===== config.mk =====
export PLATFORM = sky130hd
export DESIGN_NAME = alu_pipe_top
export DESIGN_NICKNAME = d
export VERILOG_FILES = /design/src/source/pipe_pkg.sv /design/src/source/pipe_stage_reg.sv /design/src/source/fetch_stage.sv /design/src/source/decode_stage.sv /design/src/source/execute_stage.sv /design/src/source/stage_tracer.sv /design/src/source/alu_pipe_top.sv
export SDC_FILE = /design/constraint.sdc
export NUM_CORES = 1
export LEC_CHECK = 0
export BUFFER_PORTS_ARGS = -buffer_cell sky130_fd_sc_hd__buf_2
export CORE_UTILIZATION = 29
export CTS_CLUSTER_SIZE = 28
export DETAILED_ROUTE_END_ITERATION = 8
export HOLD_SLACK_MARGIN = 0.12
export SLEW_MARGIN = 5
export SYNTH_ARGS = -nofsm -noshare
export SYNTH_HDL_FRONTEND = slang
export SYNTH_SLANG_ARGS = --single-unit

===== constraint.sdc =====
create_clock -name clk -period 3.9 [get_ports clk]
set_input_delay 0.39 -clock clk [delete_from_list [all_inputs] [get_ports clk]]
set_output_delay 0.39 -clock clk [all_outputs]
set_load 0.1 [all_outputs]

===== src/source/pipe_pkg.sv =====
/*
 * Shared widths, opcodes and stage packets for the four-stage ALU pipe.
 * Four 8-bit registers, 16-bit instructions, no branches or memory ops.
 * The program counter doubles as the instruction tag and wraps at 256.
 * Field order in each struct is fixed, and the testbench packs against it.
 */
`default_nettype none

package pipe_pkg;

    parameter int DATA_W  = 8;   // Register data width
    parameter int TAG_W   = 8;   // PC and tag width
    parameter int STAMP_W = 16;  // Cycle stamp width

    // 3-bit opcode field, values 6 and 7 unused
    typedef enum logic [2:0] {
        OP_NOP = 3'd0,
        OP_LI  = 3'd1,
        OP_ADD = 3'd2,
        OP_SUB = 3'd3,
        OP_AND = 3'd4,
        OP_XOR = 3'd5
    } op_e;

    // LI takes its immediate from bits 7:0, i.e. rt[0] and pad
    typedef struct packed {
        op_e        op;
        logic [1:0] rd;
        logic [1:0] rs;
        logic [1:0] rt;
        logic [6:0] pad;
    } instr_t;

    //////////////////////////////
    // Stage packets

    typedef struct packed {
        logic [TAG_W-1:0] tag;    // PC of the word
        instr_t           instr;
    } fetch_pkt_t;                // 24 bits

    typedef struct packed {
        logic [TAG_W-1:0]  tag;
        op_e               op;
        logic [1:0]        rd;
        logic [DATA_W-1:0] a;     // rs operand
        logic [DATA_W-1:0] b;     // rt operand, or immediate for LI
    } exec_pkt_t;                 // 29 bits

    typedef struct packed {
        logic [TAG_W-1:0]  tag;
        logic [1:0]        rd;
        logic [DATA_W-1:0] data;
    } wb_pkt_t;                   // 18 bits

    typedef struct packed {
        logic [TAG_W-1:0]   tag;
        logic [STAMP_W-1:0] fetch_cycle; // First cycle the word sits in decode
        logic [STAMP_W-1:0] exec_cycle;
        logic [STAMP_W-1:0] wb_cycle;
        logic [DATA_W-1:0]  rd_data;
    } trace_rec_t;                // 64 bits

endpackage

`default_nettype wire


===== src/source/pipe_stage_reg.sv =====
/*
 * Generic pipeline register for any packed payload.
 * hold keeps valid and data, bubble clears valid only.
 * hold and bubble must never be high together.
 * Data has no reset, only the valid bit is cleared.
 */
`timescale 1ns/10ps
`default_nettype none

module pipe_stage_reg #(
    parameter type payload_t = logic
) (
    input  wire logic     clk,
    input  wire logic     rst_n,
    input  wire logic     hold,       // Freeze this stage
    input  wire logic     bubble,     // Insert an empty slot
    input  wire logic     in_valid,
    input  wire payload_t in_data,
    output logic          out_valid,
    output payload_t      out_data
);

    // Valid bit, the only control state here
    always_ff @(posedge clk) begin
        if (!rst_n) begin
            out_valid <= 1'b0;
        end else if (bubble) begin
            out_valid <= 1'b0;        // Slot goes empty, data don't care
        end else if (!hold) begin
            out_valid <= in_valid;
        end
    end

    // Payload follows any cycle without hold
    always_ff @(posedge clk) begin
        if (!hold) begin
            out_data <= in_data;
        end
    end

    // Control from the top must keep these exclusive
    a_hold_bubble_excl: assert property (@(posedge clk) disable iff (!rst_n)
        !(hold && bubble));

    a_valid_known: assert property (@(posedge clk) disable iff (!rst_n)
        !$isunknown(out_valid));

endmodule

`default_nettype wire


===== src/source/fetch_stage.sv =====
/*
 * Program counter and instruction fetch.
 * Instruction memory is external with a combinational read,
 * imem_data must settle in the same cycle as imem_addr.
 * out_valid means the word is captured by f_reg at the next edge.
 */
`timescale 1ns/10ps
`default_nettype none

module fetch_stage (
    input  wire logic                   clk,
    input  wire logic                   rst_n,
    input  wire logic                   stall,
    output logic [pipe_pkg::TAG_W-1:0]  imem_addr,
    input  wire pipe_pkg::instr_t       imem_data,
    output logic                        out_valid,
    output pipe_pkg::fetch_pkt_t        out_pkt
);

    logic [pipe_pkg::TAG_W-1:0] pc;   // Also the tag, wraps at 256

    // PC steps once per unstalled cycle
    always_ff @(posedge clk) begin
        if (!rst_n) begin
            pc <= '0;
        end else if (!stall) begin
            pc <= pc + 1'b1;
        end
    end

    assign imem_addr = pc;

    // Word and tag go to f_reg, no stall means a capture this cycle
    assign out_valid     = !stall;
    assign out_pkt.tag   = pc;
    assign out_pkt.instr = imem_data;

    // PC must not move while the front of the pipe is frozen
    a_pc_stable: assert property (@(posedge clk) disable iff (!rst_n)
        stall |=> $stable(pc));

endmodule

`default_nettype wire


===== src/source/decode_stage.sv =====
/*
 * Register file and decode into the execute packet.
 * Four registers, reset to 0, written at the end of the retire cycle.
 * Same-cycle writeback is bypassed to the read ports (write-through).
 * No forwarding from execute, dependents need two slots of distance.
 * Reads happen every cycle, so a held instruction picks up late writes.
 */
`timescale 1ns/10ps
`default_nettype none

module decode_stage (
    input  wire logic                   clk,
    input  wire logic                   rst_n,
    input  wire logic                   in_valid,
    input  wire pipe_pkg::fetch_pkt_t   in_pkt,
    input  wire logic                   wb_valid,   // Retire strobe
    input  wire pipe_pkg::wb_pkt_t      wb_pkt,
    output pipe_pkg::exec_pkt_t         out_pkt
);

    logic [pipe_pkg::DATA_W-1:0] regs [4];
    logic [pipe_pkg::DATA_W-1:0] rs_val;
    logic [pipe_pkg::DATA_W-1:0] rt_val;
    logic [pipe_pkg::DATA_W-1:0] imm;
    pipe_pkg::instr_t            instr;

    assign instr = in_pkt.instr;
    assign imm   = in_pkt.instr[pipe_pkg::DATA_W-1:0]; // Low byte for LI

    //////////////////////////////
    // Register file

    always_ff @(posedge clk) begin
        if (!rst_n) begin
            for (int i = 0; i < 4; i++) begin
                regs[i] <= '0;
            end
        end else if (wb_valid) begin
            regs[wb_pkt.rd] <= wb_pkt.data;  // Retiring result lands here
        end
    end

    // Read ports with write-through
    always_comb begin
        rs_val = regs[instr.rs];
        rt_val = regs[instr.rt];
        if (wb_valid && (wb_pkt.rd == instr.rs)) rs_val = wb_pkt.data;
        if (wb_valid && (wb_pkt.rd == instr.rt)) rt_val = wb_pkt.data;
    end

    //////////////////////////////
    // Execute packet

    always_comb begin
        out_pkt = '0;                 // Empty slot decodes as NOP to r0
        if (in_valid) begin
            out_pkt.tag = in_pkt.tag;
            out_pkt.op  = instr.op;
            out_pkt.rd  = instr.rd;
            out_pkt.a   = rs_val;
            // Immediate rides on the b operand
            out_pkt.b   = (instr.op == pipe_pkg::OP_LI) ? imm : rt_val;
        end
    end

endmodule

`default_nettype wire


===== src/source/execute_stage.sv =====
/*
 * Combinational ALU, exec packet in and writeback packet out.
 * NOP and unused opcodes give data 0 and still write rd,
 * so programs keep NOP on r0 and never read r0 as a source.
 */
`timescale 1ns/10ps
`default_nettype none

module execute_stage (
    input  wire pipe_pkg::exec_pkt_t in_pkt,
    output pipe_pkg::wb_pkt_t        out_pkt
);

    always_comb begin
        out_pkt.tag = in_pkt.tag;     // Tag and target pass straight on
        out_pkt.rd  = in_pkt.rd;
        case (in_pkt.op)
            pipe_pkg::OP_LI:  out_pkt.data = in_pkt.b;   // Immediate
            pipe_pkg::OP_ADD: out_pkt.data = in_pkt.a + in_pkt.b;
            pipe_pkg::OP_SUB: out_pkt.data = in_pkt.a - in_pkt.b;
            pipe_pkg::OP_AND: out_pkt.data = in_pkt.a & in_pkt.b;
            pipe_pkg::OP_XOR: out_pkt.data = in_pkt.a ^ in_pkt.b;
            default: begin
                // NOP and the two spare codes
                out_pkt.data = '0;
            end
        endcase
    end

endmodule

`default_nettype wire


===== src/source/stage_tracer.sv =====
/*
 * Per-instruction stage tracer.
 * Table indexed by the low tag bits, TRACE_DEPTH must be a power of two
 * and at least 4, since up to 3 instructions are in flight.
 * Stamps come from a free-running counter, 0 in the first cycle after reset,
 * and wrap silently at 16 bits.
 * The record is valid in the retire cycle only.
 */
`timescale 1ns/10ps
`default_nettype none

module stage_tracer #(
    parameter int TRACE_DEPTH = 8
) (
    input  wire logic                   clk,
    input  wire logic                   rst_n,
    input  wire logic                   issue_valid,  // f_reg captures this cycle
    input  wire logic [pipe_pkg::TAG_W-1:0] issue_tag,
    input  wire logic                   exec_valid,   // d_reg output valid
    input  wire logic [pipe_pkg::TAG_W-1:0] exec_tag,
    input  wire logic                   retire_valid,
    input  wire pipe_pkg::wb_pkt_t      retire_pkt,
    output logic                        trace_valid,
    output pipe_pkg::trace_rec_t        trace_rec
);

    localparam int IDX_W = $clog2(TRACE_DEPTH);

    logic [pipe_pkg::STAMP_W-1:0] cycle_cnt;
    logic [pipe_pkg::STAMP_W-1:0] fetch_stamp [TRACE_DEPTH];
    logic [pipe_pkg::STAMP_W-1:0] exec_stamp  [TRACE_DEPTH];
    logic [TRACE_DEPTH-1:0]       occupied;
    logic [IDX_W-1:0]             issue_idx;
    logic [IDX_W-1:0]             exec_idx;
    logic [IDX_W-1:0]             retire_idx;

    assign issue_idx  = issue_tag[IDX_W-1:0];
    assign exec_idx   = exec_tag[IDX_W-1:0];
    assign retire_idx = retire_pkt.tag[IDX_W-1:0];

    always_ff @(posedge clk) begin
        if (!rst_n) cycle_cnt <= '0;
        else        cycle_cnt <= cycle_cnt + 1'b1;
    end

    //////////////////////////////
    // Stamp table

    // Fetch stamp is the cycle that opens with the word in f_reg
    always_ff @(posedge clk) begin
        if (issue_valid) fetch_stamp[issue_idx] <= cycle_cnt + 1'b1;
        if (exec_valid)  exec_stamp[exec_idx]   <= cycle_cnt;
    end

    always_ff @(posedge clk) begin
        if (!rst_n) begin
            occupied <= '0;
        end else begin
            if (retire_valid) occupied[retire_idx] <= 1'b0;
            if (issue_valid)  occupied[issue_idx]  <= 1'b1;  // Set wins
        end
    end

    //////////////////////////////
    // Retire record

    assign trace_valid = retire_valid;

    always_comb begin
        trace_rec.tag         = retire_pkt.tag;
        trace_rec.fetch_cycle = fetch_stamp[retire_idx];
        trace_rec.exec_cycle  = exec_stamp[retire_idx];
        trace_rec.wb_cycle    = cycle_cnt;          // Retire happens now
        trace_rec.rd_data     = retire_pkt.data;
    end

    // Entry lifetime must fit in the table
    a_occ_at_retire: assert property (@(posedge clk) disable iff (!rst_n)
        retire_valid |-> occupied[retire_idx]);

    a_free_at_issue: assert property (@(posedge clk) disable iff (!rst_n)
        issue_valid |-> !occupied[issue_idx]);

endmodule

`default_nettype wire


===== src/source/alu_pipe_top.sv =====
/*
 * Four-stage ALU pipe with tracer: fetch, decode, execute, writeback.
 * stall freezes PC and f_reg and drops a bubble into d_reg,
 * the back of the pipe keeps draining.
 * No hazard checks, program order must space dependents two slots.
 */
`timescale 1ns/10ps
`default_nettype none

module alu_pipe_top #(
    parameter int TRACE_DEPTH = 8
) (
    input  wire logic                   clk,
    input  wire logic                   rst_n,
    input  wire logic                   stall,
    output logic [pipe_pkg::TAG_W-1:0]  imem_addr,
    input  wire pipe_pkg::instr_t       imem_data,
    output logic                        retire_valid,  // Writeback strobe
    output pipe_pkg::wb_pkt_t           retire_pkt,
    output logic                        trace_valid,
    output pipe_pkg::trace_rec_t        trace_rec
);

    logic                 fetch_valid;
    pipe_pkg::fetch_pkt_t fetch_pkt;
    logic                 dec_valid;      // f_reg output, decode slot
    pipe_pkg::fetch_pkt_t dec_in_pkt;
    pipe_pkg::exec_pkt_t  dec_pkt;
    logic                 ex_valid;       // d_reg output, execute slot
    pipe_pkg::exec_pkt_t  ex_in_pkt;
    pipe_pkg::wb_pkt_t    ex_pkt;

    fetch_stage u_fetch (
        .clk(clk), .rst_n(rst_n), .stall(stall),
        .imem_addr(imem_addr), .imem_data(imem_data),
        .out_valid(fetch_valid), .out_pkt(fetch_pkt)
    );

    pipe_stage_reg #(.payload_t(pipe_pkg::fetch_pkt_t)) f_reg (
        .clk(clk), .rst_n(rst_n), .hold(stall), .bubble(1'b0),
        .in_valid(fetch_valid), .in_data(fetch_pkt),
        .out_valid(dec_valid), .out_data(dec_in_pkt)
    );

    decode_stage u_decode (
        .clk(clk), .rst_n(rst_n), .in_valid(dec_valid), .in_pkt(dec_in_pkt),
        .wb_valid(retire_valid), .wb_pkt(retire_pkt), .out_pkt(dec_pkt)
    );

    // Stalled decode leaves an empty slot behind it
    pipe_stage_reg #(.payload_t(pipe_pkg::exec_pkt_t)) d_reg (
        .clk(clk), .rst_n(rst_n), .hold(1'b0), .bubble(stall),
        .in_valid(dec_valid), .in_data(dec_pkt),
        .out_valid(ex_valid), .out_data(ex_in_pkt)
    );

    execute_stage u_execute (.in_pkt(ex_in_pkt), .out_pkt(ex_pkt));

    pipe_stage_reg #(.payload_t(pipe_pkg::wb_pkt_t)) e_reg (
        .clk(clk), .rst_n(rst_n), .hold(1'b0), .bubble(1'b0),
        .in_valid(ex_valid), .in_data(ex_pkt),
        .out_valid(retire_valid), .out_data(retire_pkt)
    );

    stage_tracer #(.TRACE_DEPTH(TRACE_DEPTH)) u_tracer (
        .clk(clk), .rst_n(rst_n),
        .issue_valid(fetch_valid), .issue_tag(fetch_pkt.tag),
        .exec_valid(ex_valid), .exec_tag(ex_in_pkt.tag),
        .retire_valid(retire_valid), .retire_pkt(retire_pkt),
        .trace_valid(trace_valid), .trace_rec(trace_rec)
    );

endmodule

`default_nettype wire


==> metrics.md <==
| Metric | Value |
|---|---|
| Status | finished, final reports clean |
| Clock insertion delay at the later pin of the skew report | 550 ps |
| Period utilisation layout | 82.6% |
| Final instance area | 0.0185 mm^2 |
| Power density over the cells | 514 mW/mm^2 |
| Worst min path class | in2reg |
| Initial core utilization | 29.6% |
| Dpl ws | 1190 ps |
| Final Max Tran Viols | 0 |
| Final min period | 3220 ps |
| Via density | 4.68 |
| Arr. time, crit path | 2830 ps |
| Highest metal used | met4 |
| Gates resized, CTS repair | 0 |
| Yosys warning count | 0 |
| Initial DRC count | 434 |
| Non-Filler Instances | 1730 |
| DP Area | 0.0170 mm^2 |
| Synth cell types | 44 |
| Die height | 235 um |
| Worst slew pin tran | 1140 ps |
| Required time worst endpoint | 3510 ps |
| DRC viols | 0 |
| Worst Path Max Fanout | 31 |
| Drt wl/cell | 19.7 um |
| Post-synthesis xor/xnor area fraction | 1.95% |
| Worst-path clk slew | 60 ps |
| N_diodes | 0 |
| Share of Yosys cell area claimed by the top area cell type | 59.7% |
| Input/output buffers | 110 |
| Post-Syn Nets | 907 |
| EDFF count, synth | 312 |
| Area of the multi-input gates | 0.00443 mm^2 |
| Routed wire length | 34.1 mm |
| Crit path largest cell delay | 750 ps |
| WS Path Type | reg2out |
| Fillers | 4947 |
| Routed Antenna Nets | 0 |
| TritonRoute pass-1 iters | 4 |
| Crit start category | flip-flop |
| Main flop type after synthesis | edfxtp_1 |
| Area Growth Syn to Fin | 17.6% |
| Synth Area per Inst | 18.1 um^2 |
| P_leak | 6.64 nW |
| Chip width | 235 um |
| CP Capture Type | primary output |
| Fin worst setup slack | 680 ps |
| H-tree depth | 2 |
| RSZ-0062 raised after global routing | false |
| Clock Tree Buf Depth | 3 |
| Gate Count Post-Synth | 869 |
| CTS buffer count | 41 |
| Wire length on met2 | 16.9 mm |
| Commonest cells after routing, fill and taps aside | edfxtp_1, buf_2, dfxtp_1, and2_1, clkbuf_16 |
| Post-synthesis async set-or-reset flop share | 0% |
| Largest family of logic cells by synthesized area | multiplexers |
| Area of the die | 0.0551 mm^2 |
| CP cell instances | buf_4 > mux4_1 > mux2_2 > buf_2 |
| Maximum clock frequency | 311 MHz |
| Vias in the first global route | 8521 |
| Initial antenna violation count | 0 |
| Endpoints failing setup | 0 |
| Most common cell after layout, fill and taps aside | edfxtp_1 |
| Final Skew | 12.3 ps |
| Global route total overflow | 0 |
| Layout cells sized above 1 | 27.6% |
| Worst VDD drop | 382 uV |
| Cell count after placement | 1638 |
| Area leader, netlist | edfxtp_1 |
| Largest net degree at the start of global routing | 67 |
| CTS root buffer | clkbuf_16 |
| DP HPWL | 20.4 mm |
| CTS tree | done |
| Wire length on met1 | 14.7 mm |
| Largest cells by area after synthesis | edfxtp_1, dfxtp_1, mux4_1 |
| Adder-Cell Fraction of Synth Area | 1.56% |
| Area share of and/or/nand/nor cells after synthesis | 6.11% |
| Via count | 8103 |
| Hold Buf Count CTS | 16 |
| Worst path slowest cell | dfxtp_4 |
| Buffers and inverters on the worst path | 2 |
| I/O pin total | 111 |
| Layout net count | 1047 |
| Top delay family on crit path | multiplexers |
| Cell row count | 84 |
| Worst slew margin | 24.0% |
| First-pass GRT wire length | 51.7 mm |
| Sum Neg Setup Slack | 0 ps |
| Fraction of synthesized area in multiplexers | 16.4% |
| Core Region | 0.0531 mm^2 |
| Max-cap violation count | 0 |
| Synthesized area | 0.0157 mm^2 |
| FF/Latch Area | 0.0109 mm^2 |
| # Post-CTS Setup Buffers | 0 |
| Synthesized flop and latch total | 390 |
| Final hold vios | 0 |
| CTS sink count | 390 |
| Complex-gate fraction of the synthesized area | 1.93% |
| Tot GR Track Use | 12.3% |
| Met3 wire length | 1.82 mm |
| Sequential area share after synthesis | 69.6% |
| Gpl congestion | 0.754 |
==> cells in the mapped netlist (all sizes together) (3+ instances only) <==
master	count
xor2	5
nor2	33
nand3	15
edfxtp	312
and3	13
nor3	11
nand2b	9
mux2i	17
a211oi	8
buf	40
mux2	40
ha	18
nand2	19
a31oi	4
a21oi	5
nor2b	5
clkbuf	15
o22ai	5
nand4	3
mux4	80
dfxtp	78
o21ai	7
inv	12
and2	61
a22oi	8
xnor2	30
==> power breakdown <==
part           switching (W)  internal [W]
combinational       0.000777      0.000313
clock                0.00158       0.00212
sequential          0.000132       0.00457
==> per-layer routing <==
metal  GRT usage (%)  vias up
met5               0        -
met4            3.29        0
li1                -     3694
met3            2.66       44
met2            21.1      205
met1            15.5     4160
==> final timing paths <==
kind,cells after the start,to,slack (ps),start
worst min-delay path,2,f_reg.out_valid,310,stall
worst max register to register,8,e_reg.out_data[6],1140,d_reg.out_data[19]
worst min register to register,0,e_reg.out_data[14],320,d_reg.out_data[25]
worst max-delay path,4,trace_rec[53],680,e_reg.out_data[10]
==> through the flow <==
step	util, %	total power [W]	hold slack, ps
after floorplan	-	0.00566	310
after global placement	32.1	0.00587	311
after detailed placement	32.1	0.00588	314
after CTS	34.8	0.00960	287
after global routing	34.8	0.00983	335
final	34.8	0.00950	306
==> registers in the layout (all words and copies together), names as in the netlist, 8 cells and up, named ones only <==
name,count
f_reg.out_data,24
e_reg.out_data,18
d_reg.out_data,29
u_tracer.fetch_stamp,128
u_fetch.imem_addr,8
u_tracer.exec_stamp,128
u_tracer.cycle_cnt,16
u_decode.regs,32
==> layout make-up <==
type / instances / area share, %
Sequential cell: 390 / 59.2
Clock buffer: 58 / 6.18
Inverter: 13 / 0.264
Clock inverter: 18 / 0.738
Tap cell: 688 / 4.66
Multi-Input combinational cell: 411 / 24.0
Timing Repair Buffer: 152 / 4.97
==> logic make-up after synthesis <==
| group | after synthesis |
|---|---|
| AOI/OAI and AO/OA | 45 |
| xor gates and xnor gates | 35 |
| adders and majority gates | 19 |
| buffers and inverters | 68 |
| DFF | 390 |
| muxes | 137 |
| and+or+nand+nor | 175 |
(Power assumes the default switching activity.)
